## src/source/lane_cfg_pkg.sv

```systemverilog
// One lane with fixed 64-bit elements; sizes are set here and are not parameters of the modules
package lane_cfg_pkg;

  // Element width and its byte enables
  localparam int unsigned ElenW = 64;
  localparam int unsigned StrbW = ElenW / 8;

  // Instructions that can be in flight, one done bit each
  localparam int unsigned NrVInsn = 4;
  localparam int unsigned VidW    = $clog2(NrVInsn);

  // Register file word address and vector length field
  localparam int unsigned VAddrW = 10;
  localparam int unsigned VlW    = 8;

  // One element per beat
  typedef logic [ElenW-1:0] elen_t;

  typedef logic [VidW-1:0] vid_t;

  typedef logic [VAddrW-1:0] vaddr_t;

  // Element count of one instruction
  typedef logic [VlW-1:0] vlen_t;

  typedef logic [StrbW-1:0] strb_t;

endpackage : lane_cfg_pkg

```

## src/source/vfu_op_pkg.sv

```systemverilog
// Opcodes and records of the execution stage; min/max and mulh are signed, encodings 10 to 15 unused
package vfu_op_pkg;

  // Opcodes, ALU group first, then the multiplier group
  typedef enum logic [3:0] {
    OP_ADD  = 4'd0,
    OP_SUB  = 4'd1,
    OP_AND  = 4'd2,
    OP_OR   = 4'd3,
    OP_XOR  = 4'd4,
    OP_MIN  = 4'd5,
    OP_MAX  = 4'd6,
    OP_MUL  = 4'd7,
    OP_MULH = 4'd8,
    OP_MACC = 4'd9
  } vfu_op_e;

  // Unit FSM
  typedef enum logic {
    IDLE = 1'b0,
    BUSY = 1'b1
  } unit_state_e;

  // Operation record from the lane sequencer
  typedef struct packed {
    lane_cfg_pkg::vid_t   id;
    vfu_op_e              op;
    lane_cfg_pkg::vlen_t  vl;
    // Base address of the destination
    lane_cfg_pkg::vaddr_t vd;
    // Set for a masked instruction
    logic                 vm;
    logic [7:0]           rsvd;
  } vfu_operation_t;

  // Write request towards the vector register file
  typedef struct packed {
    lane_cfg_pkg::vid_t   id;
    lane_cfg_pkg::vaddr_t addr;
    lane_cfg_pkg::elen_t  wdata;
    lane_cfg_pkg::strb_t  be;
  } vrf_wr_t;

endpackage : vfu_op_pkg

```

## src/source/valu.sv

```systemverilog
`timescale 1ns/1ps
// One ALU instruction at a time, vl must be nonzero, both operand slots are used by every opcode
module valu (
  input  logic                             clk_i,
  input  logic                             reset_i,
  // Lane sequencer
  input  vfu_op_pkg::vfu_operation_t       vfu_operation_i,
  input  logic                             vfu_operation_valid_i,
  output logic                             alu_ready_o,
  output logic [lane_cfg_pkg::NrVInsn-1:0] alu_vinsn_done_o,
  // Operand queues
  input  lane_cfg_pkg::elen_t [1:0]        alu_operand_i,
  input  logic [1:0]                       alu_operand_valid_i,
  output logic [1:0]                       alu_operand_ready_o,
  // Mask beats
  input  lane_cfg_pkg::strb_t              mask_i,
  input  logic                             mask_valid_i,
  output logic                             mask_ready_o,
  // Register file write port
  output logic                             alu_result_req_o,
  output vfu_op_pkg::vrf_wr_t              alu_result_o,
  input  logic                             alu_result_gnt_i
);
  import lane_cfg_pkg::*;
  import vfu_op_pkg::*;

  // Latched instruction
  unit_state_e state_q;
  vfu_op_e     op_q;
  vid_t        id_q;
  vlen_t       vl_q;
  vaddr_t      vd_q;
  logic        vm_q;
  // Index of the next element to compute
  vlen_t       cnt_q;

  // Result register
  logic               res_valid_q;
  logic               res_last_q;
  vrf_wr_t            res_q;
  logic [NrVInsn-1:0] done_q;

  logic  is_alu_op;
  logic  accept;
  logic  can_issue;
  logic  beat_valid;
  logic  fire;
  logic  last_gnt;
  elen_t alu_res;

  assign is_alu_op = vfu_operation_i.op inside {OP_ADD, OP_SUB, OP_AND, OP_OR,
                                                OP_XOR, OP_MIN, OP_MAX};
  assign alu_ready_o = (state_q == IDLE);
  assign accept      = vfu_operation_valid_i && is_alu_op && alu_ready_o;

  // Register must be free or drain in this cycle
  assign can_issue  = (state_q == BUSY) && (cnt_q != vl_q) &&
                      (!res_valid_q || alu_result_gnt_i);
  assign beat_valid = &alu_operand_valid_i && (!vm_q || mask_valid_i);
  assign fire       = can_issue && beat_valid;

  assign alu_operand_ready_o = {2{fire}};
  assign mask_ready_o        = fire && vm_q;

  always_comb begin
    case (op_q)
      OP_ADD:  alu_res = alu_operand_i[0] + alu_operand_i[1];
      OP_SUB:  alu_res = alu_operand_i[0] - alu_operand_i[1];
      OP_AND:  alu_res = alu_operand_i[0] & alu_operand_i[1];
      OP_OR:   alu_res = alu_operand_i[0] | alu_operand_i[1];
      OP_XOR:  alu_res = alu_operand_i[0] ^ alu_operand_i[1];
      OP_MIN:  alu_res = ($signed(alu_operand_i[0]) < $signed(alu_operand_i[1])) ?
                         alu_operand_i[0] : alu_operand_i[1];
      OP_MAX:  alu_res = ($signed(alu_operand_i[0]) > $signed(alu_operand_i[1])) ?
                         alu_operand_i[0] : alu_operand_i[1];
      default: alu_res = '0;
    endcase
  end

  assign last_gnt = res_valid_q && res_last_q && alu_result_gnt_i;

  always_ff @(posedge clk_i) begin
    if (reset_i) begin
      state_q     <= IDLE;
      cnt_q       <= '0;
      res_valid_q <= 1'b0;
      done_q      <= '0;
    end else begin
      done_q <= '0;
      if (accept) begin
        state_q <= BUSY;
        cnt_q   <= '0;
      end
      if (fire) begin
        cnt_q       <= cnt_q + 1'b1;
        res_valid_q <= 1'b1;
      end else if (alu_result_gnt_i) begin
        res_valid_q <= 1'b0;
      end
      // Back to IDLE together with the done pulse
      if (last_gnt) begin
        state_q      <= IDLE;
        done_q[id_q] <= 1'b1;
      end
    end
  end

  always_ff @(posedge clk_i) begin
    if (accept) begin
      op_q <= vfu_operation_i.op;
      id_q <= vfu_operation_i.id;
      vl_q <= vfu_operation_i.vl;
      vd_q <= vfu_operation_i.vd;
      vm_q <= vfu_operation_i.vm;
    end
    if (fire) begin
      res_q.id    <= id_q;
      res_q.addr  <= vd_q + vaddr_t'(cnt_q);
      res_q.wdata <= alu_res;
      res_q.be    <= vm_q ? mask_i : '1;
      res_last_q  <= (cnt_q == vl_q - 1'b1);
    end
  end

  assign alu_result_req_o = res_valid_q;
  assign alu_result_o     = res_q;
  assign alu_vinsn_done_o = done_q;

  // Write port payload holds until granted
  a_result_stable: assert property (@(posedge clk_i) disable iff (reset_i)
    alu_result_req_o && !alu_result_gnt_i |=> alu_result_req_o && $stable(alu_result_o))
    else $error("valu: result changed while request pending");

  // Sequencer only strobes an ALU opcode when the unit is idle
  a_issue_idle: assert property (@(posedge clk_i) disable iff (reset_i)
    vfu_operation_valid_i && is_alu_op |-> alu_ready_o)
    else $error("valu: operation strobed while busy");

endmodule : valu

```

## config.mk

```make
export PLATFORM = sky130hd
export DESIGN_NAME = valu
export DESIGN_NICKNAME = d
export VERILOG_FILES = /design/src/source/lane_cfg_pkg.sv /design/src/source/vfu_op_pkg.sv /design/src/source/valu.sv
export SDC_FILE = /design/constraint.sdc
export NUM_CORES = 1
export LEC_CHECK = 0
export BUFFER_PORTS_ARGS = -buffer_cell sky130_fd_sc_hd__clkbuf_2
export CAP_MARGIN = 25
export CORE_UTILIZATION = 35
export CTS_BUF_LIST = sky130_fd_sc_hd__clkbuf_16
export DETAILED_ROUTE_END_ITERATION = 10
export PLACE_DENSITY = 0.56
export SYNTH_ARGS = -nofsm -noshare
export SYNTH_HDL_FRONTEND = slang
export SYNTH_SLANG_ARGS = --single-unit
```

## constraint.sdc

```tcl
create_clock -name clk_i -period 6.4 [get_ports clk_i]
set_input_delay 1.6 -clock clk_i [delete_from_list [all_inputs] [get_ports clk_i]]
set_output_delay 1.6 -clock clk_i [all_outputs]
set_load 0.01 [all_outputs]
```

==> impl_metrics.yaml, run 1 <==
synthesis:
  synth_ff_type: "edfxtp_1"
  synth_top_family_by_area: "compound AO/OA/AOI/OAI gates"
  synth-seq-area-share: 0.208
  syn_area_sq_um: 17200
  avgSynthCellArea_sq_um: 7.42
  synthAdderAreaFrac: 0.150
  synth.net_count: 2700
  synth_seq_cells: 124
  synthArstFlopShare: 0
  synth_edf_count: 110
  synth_compound_area_frac: 0.318
  yosys.area_share.simple: 0.203
  synth_xor_area_frac: 0.0265
  postSynthCellCount: 2319
  yosysUniqueCellTypes: 95
  synthMuxAreaShare: 0.0124
  yosys_warnings: 0
final_layout:
  multi_input_area_sq_um: 12300
  nNetsFinal: 2912
  fin_cells: 3203
  fill_cells: 4922
  drive_gt1_frac: 0.164
  final-seq-area_sq_um: 3580
  final_common_cell: "nor2_1"
  final_area_sq_um: 20000
  final_cell_mix: "nor2_1, a21oi_1, clkbuf_2"
  fin_util: 0.415
  synthToLayoutAreaGrowth_pct: 16.0
floorplan:
  die_y_um: 224
  die_w_um: 224
  coreArea_sq_um: 48100
  die_area_sq_um: 50100
  initial_core_util: 0.358
  num_rows: 80
  io_pins: 269
setup_path:
  crit_path_frequent_cell: "o21ai_0"
  path_class: "input pin to flip-flop"
  cp-end-kind: "flip-flop"
  worst-endpoint-required_ps: 6610
  r2r_end: "alu_result_o[27]$_DFFE_PP_"
  worst_ep_arrival_time_ps: 5750
  r2r_start: "op_q[0]$_DFFE_PP_"
  rrSetupSlack_ps: 2690
  slowest_delay_ps: 690
  path_max_fanout: 30
  ff2ff_path_depth: 8
  path_cells: "clkbuf_2 -> inv_1 -> ha_1 -> nor4_2 -> nand4_1 -> nor4_4 -> a31oi_4 -> mux2i_4 -> buf_4 -> o32a_1 -> o21ai_0 -> a21oi_1 -> o21ai_0"
  slowest_stage: "nor4_2"
  start_kind: "input pin"
placed_design:
  place_ws_ps: 572
  placed_area_sq_um: 19400
  portBuffers: 260
  gp_congestion: 0.980
  dp_cells: 3168
  dp_hpwl_um: 54900
timing:
  finalSetupViolations: 0
  fmax_mhz: 180
  setup_tns_ps: 0
  min_period_ps: 5540
  hold_viol: 0
  finalClockSkew_ps: 13.3
  finalWorstSetupSlack_ps: 857
  fin_crit_sh: 0.866
  holdWs_ps: 482
  relSlewSlack: 0.286
  maxSlewViolCount: 0
  grt_setup_unrepaired: "no"
  tightestPinTransition_ps: 1070
routing:
  vias_per_cell: 5.98
  drc: 0
  final_antenna_net_count: 0
  post_drt_wl_per_cell_um: 22.7
  drt-total-wl_um: 72900
  routed-via-count: 19144
  firstDrtPassIters: 6
  drt_iter0_markers: 1876
clocking:
  cts_inserted_buffers: 17
  clk_pin_slew_ps: 60
  clk_latency_ps: 500
  h-tree-depth: 4
  postCtsHoldBufs: 0
  clock_sinks: 124
  cts_resized: 0
  cts_root_buf: "clkbuf_16"
  cts_setup_buffers: 0
  clock_path_buffers: 2
  tritoncts: "yes"
global_route:
  grt_use_met2: 0.450
  met3_usage: 0.0464
  use_met1: 0.387
  first_global_vias: 18305
  grt_max_degree: 59
  overflow: 0
  grt-busiest-layer: "met2"
  grt_first_pass_wirelength_um: 110000
  grt_use_total: 0.287
  antenna_found_initial: 3
pwr:
  cellPowerDensity_nw_per_um2: 167
  leakage_nw: 8.74
  ir_drop_mv: 0.124
  total_power_mw: 3.34
job:
  drv_cap: 0
worst_hold_path:
  holdCritStartpoint: "res_last_q$_DFFE_PP_"
  min_path_type: "flip-flop to flip-flop"
  holdPathEnd: "state_q$_SDFFE_PP0P_"
  holdPathStages: 1
outcome:
  outcome: "complete, no violations"
-- metal layers --
metal,up-vias,wire [um]
met2,894,32500
met3,161,5560
met5,-,0
met4,0,2750
li1,8923,-
met1,9166,32000
-- layout make-up --
type,count,share of cell area
multi-input cells,1849,0.616
flip-flops and latches,124,0.180
repair buffers,334,0.0949
well taps,656,0.0411
inverters,205,0.0387
clock buffers,17,0.0213
clock inverters,15,0.00815
diodes,3,0.000376
-- synth_stat cells, drive strengths merged, types with 11 or more instances --
library cell	number	share of area
o21ai	190	0.055
a211oi	20	0.0090
a31oi	28	0.011
a211o	12	0.0061
buf	60	0.019
nor4	25	0.011
a22oi	18	0.0079
o21bai	28	0.012
or3	27	0.0098
nand4	26	0.010
a21oi	263	0.077
dfxtp	14	0.016
clkbuf	81	0.018
nor3	64	0.019
o21a	13	0.0057
ha	202	0.15
nor2b	31	0.011
nor2	263	0.057
o31ai	23	0.010
a2111oi	15	0.0089
nand2	157	0.034
a221oi	37	0.019
edfxtp	110	0.19
o22ai	22	0.0080
inv	204	0.044
a221o	11	0.0064
a21o	35	0.015
and3	17	0.0062
xnor2	43	0.022
mux2i	16	0.0095
o211ai	24	0.011
nand3	41	0.012
nand2b	22	0.0084
and2	13	0.0047
o221ai	37	0.019
-- how the worst max path moves through the flow --
stage / start / endpoint / slack (ps) / cells past startpoint
floorplan: alu_result_gnt_i / mask_ready_o / 730 / 5
global placement: alu_operand_i[43] / alu_result_o[70]$_DFFE_PP_ / 680 / 17
detailed placement: alu_operand_i[48] / alu_result_o[11]$_DFFE_PP_ / 570 / 13
CTS: alu_operand_i[48] / alu_result_o[11]$_DFFE_PP_ / 1100 / 13
global route: alu_operand_i[55] / alu_result_o[11]$_DFFE_PP_ / 780 / 15
finish: alu_operand_i[48] / alu_result_o[70]$_DFFE_PP_ / 860 / 13
-- flip-flops by register name, summed over array words and instances, names as in the netlist --
register and cells:
cnt_q 8, alu_vinsn_done_o 4, res_last_q 1, vm_q 1, op_q 4, state_q 1
alu_result_req_o 1, vl_q 8, id_q 2, vd_q 10, alu_result_o 84
-- kinds of logic after synthesis --
logic type / Yosys count
compound gates: 842
simple gates: 730
buf+inv: 346
fa+ha+maj: 205
flops: 124
xor+xnor: 52
mux: 20
-- worst max-delay path, delay by kind of cell --
family / cells / cell delay, ps
mux: 1 / 260
buf+inv: 3 / 680
simple gates: 3 / 1650
compound gates: 5 / 1120
fa+ha+maj: 1 / 420
-- report_power, final --
part           internal (mW)  switching (mW)
Combinational          0.483           0.902
Sequential             0.907         0.00959
Clock                  0.578           0.457
Note: power is estimated with default switching activity, not from simulation.
==> inputs of run 2 (changes only) <==
- SLEW_MARGIN: not set -> 20
- clock period: 6.4 -> 7.2 ns (I/O delays scaled with it)
==> run 2 against run 1 <==
Net effect: setup slack better by 360 ps; die area unchanged; first-iteration DRC count down 10%; critical path depth up 1; critical path type unchanged; critical endpoint is now alu_result_o[37]$_DFFE_PP_.
==> impl_metrics.yaml, run 2 (synthesis results as in run 1) <==
routing:
  drt-total-wl_um: 72200
  vias_per_cell: 5.98
  final_antenna_net_count: 0
  drt_iter0_markers: 1682
  post_drt_wl_per_cell_um: 22.7
  drc: 0
  routed-via-count: 18988
  firstDrtPassIters: 6
setup_path:
  worst-endpoint-required_ps: 7440
  cpLargestDelayFamily: "simple AND/OR/NAND/NOR gates"
  ff2ff_path_depth: 7
  start_kind: "input pin"
  r2r_start: "op_q[0]$_DFFE_PP_"
  critical_path.endpoint: "alu_result_o[37]$_DFFE_PP_"
  path_class: "input pin to flip-flop"
  r2r_end: "alu_result_o[38]$_DFFE_PP_"
  cp.depth: 14
  path_cells: "clkbuf_2 -> inv_1 -> ha_1 -> nor3_1 -> nand3_1 -> nor4_4 -> and4_1 -> o21bai_1 -> mux2i_4 -> buf_12 -> nand2_1 -> o21ai_2 -> a221o_1 -> or3_1"
  path_max_fanout: 55
  slowest_delay_ps: 660
  cp-end-kind: "flip-flop"
  crit_start: "alu_operand_i[42]"
  rrSetupSlack_ps: 2740
  worst_ep_arrival_time_ps: 6220
  slowest_stage: "nor3_1"
  crit_buf_inv: 3
timing:
  setup_tns_ps: 0
  finalClockSkew_ps: 16.9
  fmax_mhz: 167
  finalSetupViolations: 0
  tightestPinTransition_ps: 1080
  holdWs_ps: 492
  finalWorstSetupSlack_ps: 1210
  fin_crit_sh: 0.831
  hold_viol: 0
  relSlewSlack: 0.277
  min_period_ps: 5990
  grt_setup_unrepaired: "no"
  maxSlewViolCount: 0
final_layout:
  fin_cells: 3175
  synthToLayoutAreaGrowth_pct: 14.7
  largest_reg_flops: 84
  final_common_cell: "nor2_1"
  final-seq-area_sq_um: 3580
  fill_cells: 5065
  drive_gt1_frac: 0.155
  multi_input_area_sq_um: 12300
  final_cell_mix: "nor2_1, a21oi_1, clkbuf_2"
  final_area_sq_um: 19800
  nNetsFinal: 2884
placed_design:
  placed_area_sq_um: 19100
  dp_cells: 3140
  place_ws_ps: 839
  dp_hpwl_um: 54400
  portBuffers: 260
  gp_congestion: 0.977
floorplan:
  num_rows: 80
  io_pins: 269
  die_w_um: 224
  initial_core_util: 0.358
  die_area_sq_um: 50100
  die_y_um: 224
  coreArea_sq_um: 48100
clocking:
  cts_resized: 0
  h-tree-depth: 4
  tritoncts: "yes"
  clk_pin_slew_ps: 70
  cts_root_buf: "clkbuf_16"
  clock_path_buffers: 2
  clk_latency_ps: 490
  cts_setup_buffers: 0
  postCtsHoldBufs: 0
  clock_sinks: 124
  cts_inserted_buffers: 17
global_route:
  first_global_vias: 17724
  grt_first_pass_wirelength_um: 108000
  antenna_found_initial: 3
  overflow: 0
  grt_use_total: 0.283
  grt_max_degree: 59
worst_hold_path:
  min_path_type: "flip-flop to flip-flop"
outcome:
  outcome: "complete, no violations"
job:
  drv_cap: 0
pwr:
  ir_drop_mv: 0.184
  leakage_nw: 8.60
  cellPowerDensity_nw_per_um2: 149
==> run 2: area by class of cell <==
cell class / count / share of cell area
Multi-Input combinational cell: 1849 / 0.623
Tap cell: 656 / 0.0416
Sequential cell: 124 / 0.181
Clock inverter: 15 / 0.00874
Clock buffer: 17 / 0.0215
Timing Repair Buffer: 306 / 0.0846
Antenna cell: 3 / 0.000380
Inverter: 205 / 0.0391
==> run 2: layer usage <==
metal | share of wire | up-vias | global-route usage
met5 | 0 | - | 0
met2 | 0.46 | 825 | 0.451
met1 | 0.44 | 9168 | 0.382
met3 | 0.071 | 112 | 0.0426
li1 | - | 8883 | -
met4 | 0.029 | 0 | 0.111
==> run 2: how the worst min path moves through the flow <==
stage | start | cells after the start | endpoint
global placement | res_last_q$_DFFE_PP_ | 1 | state_q$_SDFFE_PP0P_
finish | res_last_q$_DFFE_PP_ | 1 | state_q$_SDFFE_PP0P_
detailed placement | res_last_q$_DFFE_PP_ | 1 | state_q$_SDFFE_PP0P_
CTS | res_last_q$_DFFE_PP_ | 1 | state_q$_SDFFE_PP0P_
global route | res_last_q$_DFFE_PP_ | 1 | state_q$_SDFFE_PP0P_
floorplan | res_last_q$_DFFE_PP_ | 1 | state_q$_SDFFE_PP0P_
==> run 2: stage by stage <==
step	utilization	power, mW
2_1_floorplan	-	1.62
3_3_place_gp	0.398	1.99
3_5_place_dp	0.398	2.00
4_1_cts	0.410	2.95
5_1_grt	0.410	3.10
6_report	0.410	2.95
==> run 2: where the power goes <==
group          switching, mW  internal, mW
combinational          0.794         0.411
sequential           0.00842         0.806
clock                  0.410         0.520
==> inputs of run 3 (changes only) <==
- clock period: 7.2 -> 6 ns (I/O delays scaled with it)
==> run 3 against run 2 <==
Net effect: worst hold slack gained 10 ps; final cell count up 1.6%; global-route usage is 0.95 points higher.
==> impl_metrics.yaml, run 3 (synthesis results as in run 1) <==
setup_path:
  worst_ep_arrival_time_ps: 5410
  cp-end-kind: "flip-flop"
  path_max_fanout: 29
  worst-endpoint-required_ps: 6200
  path_class: "input pin to flip-flop"
  start_kind: "input pin"
  rrSetupSlack_ps: 2580
clocking:
  cts_resized: 0
  clk_latency_ps: 500
  tritoncts: "yes"
  clock_path_buffers: 2
  h-tree-depth: 4
  postCtsHoldBufs: 0
  cts_setup_buffers: 0
  clock_sinks: 124
  cts_root_buf: "clkbuf_16"
  clk_pin_slew_ps: 60
  cts_inserted_buffers: 17
timing:
  min_period_ps: 5210
  fin_crit_sh: 0.869
  setup_tns_ps: 0
  maxSlewViolCount: 0
  hold_viol: 0
  finalWorstSetupSlack_ps: 786
  relSlewSlack: 0.295
  fmax_mhz: 192
  finalSetupViolations: 0
  grt_setup_unrepaired: "no"
  holdWs_ps: 502
  finalClockSkew_ps: 17.0
  tightestPinTransition_ps: 1060
final_layout:
  drive_gt1_frac: 0.172
  fill_cells: 4937
  final_cell_mix: "nor2_1, a21oi_1, clkbuf_2"
  multi_input_area_sq_um: 12300
  nNetsFinal: 2938
  largest_reg_flops: 84
  synthToLayoutAreaGrowth_pct: 17.3
  final_common_cell: "nor2_1"
  final-seq-area_sq_um: 3580
  fin_util: 0.419
  diodes: 0
placed_design:
  gp_congestion: 0.999
  dp_hpwl_um: 56100
  portBuffers: 260
  place_ws_ps: 370
global_route:
  grt_use_total: 0.292
  overflow: 0
  grt_first_pass_wirelength_um: 111000
  first_global_vias: 18404
  antenna_found_initial: 0
  grt_max_degree: 58
floorplan:
  initial_core_util: 0.358
  num_rows: 80
  die_w_um: 224
  io_pins: 269
  die_area_sq_um: 50100
  die_y_um: 224
  coreArea_sq_um: 48100
worst_hold_path:
  min_path_type: "flip-flop to flip-flop"
routing:
  drc: 0
  drt-total-wl_um: 73400
  vias_per_cell: 5.89
  post_drt_wl_per_cell_um: 22.8
  routed-via-count: 19012
  firstDrtPassIters: 5
  drt_iter0_markers: 2009
  final_antenna_net_count: 0
pwr:
  leakage_nw: 8.88
  total_power_mw: 3.64
  cellPowerDensity_nw_per_um2: 180
  ir_drop_mv: 0.220
job:
  drv_cap: 0
outcome:
  outcome: "complete, no violations"
-- run 3: layout make-up --
| cell class | count | area share |
|---|---|---|
| repair buffers | 360 | 0.104 |
| inverters | 205 | 0.0382 |
| clock buffers | 17 | 0.0211 |
| multi-input cells | 1849 | 0.609 |
| clock inverters | 15 | 0.00991 |
| well taps | 656 | 0.0406 |
| flip-flops and latches | 124 | 0.177 |
-- run 3: worst paths after layout --
| path | endpoint | cells after the start | from |
|---|---|---|---|
| setup / recovery | alu_result_o[11]$_DFFE_PP_ | 17 | alu_operand_i[43] |
| hold / removal | state_q$_SDFFE_PP0P_ | 1 | res_last_q$_DFFE_PP_ |
| setup reg to reg | alu_result_o[22]$_DFFE_PP_ | 8 | op_q[2]$_DFFE_PP_ |
| hold reg to reg | state_q$_SDFFE_PP0P_ | 1 | res_last_q$_DFFE_PP_ |
-- run 3: worst max-delay path, stage by stage --
cell       delay [ps]
clkbuf_2          140
inv_1              60
ha_1              350
buf_4             190
nor2_1            220
o21ai_1           160
a2111oi_0         730
buf_4             230
o21ai_0            90
nand3_1           150
o21bai_1          110
mux2i_4           270
buf_4             410
nor2_1             70
a21oi_1           120
o22ai_1            80
or4_1             520
-- run 3: through the flow --
stage	cell area (sq um)	instances
global route	20200	3226
floorplan	17200	2319
CTS	20200	3226
detailed placement	19600	3194
global placement	19600	3194
finish	20200	3226
-- run 3: where the power goes --
group          total, mW  internal, mW  switching (mW)
sequential         0.978         0.968          0.0100
clock               1.16         0.667           0.496
combinational       1.50         0.534           0.966
total               3.64          2.17            1.47
-- run 3: metal layers --
metal  wire, um  up-vias  GRT usage
met2      33600      792      0.471
met4       2180        0      0.107
li1           -     8967          -
met1      32400     9128      0.392
met3       5160      125     0.0484
met5          0        -          0
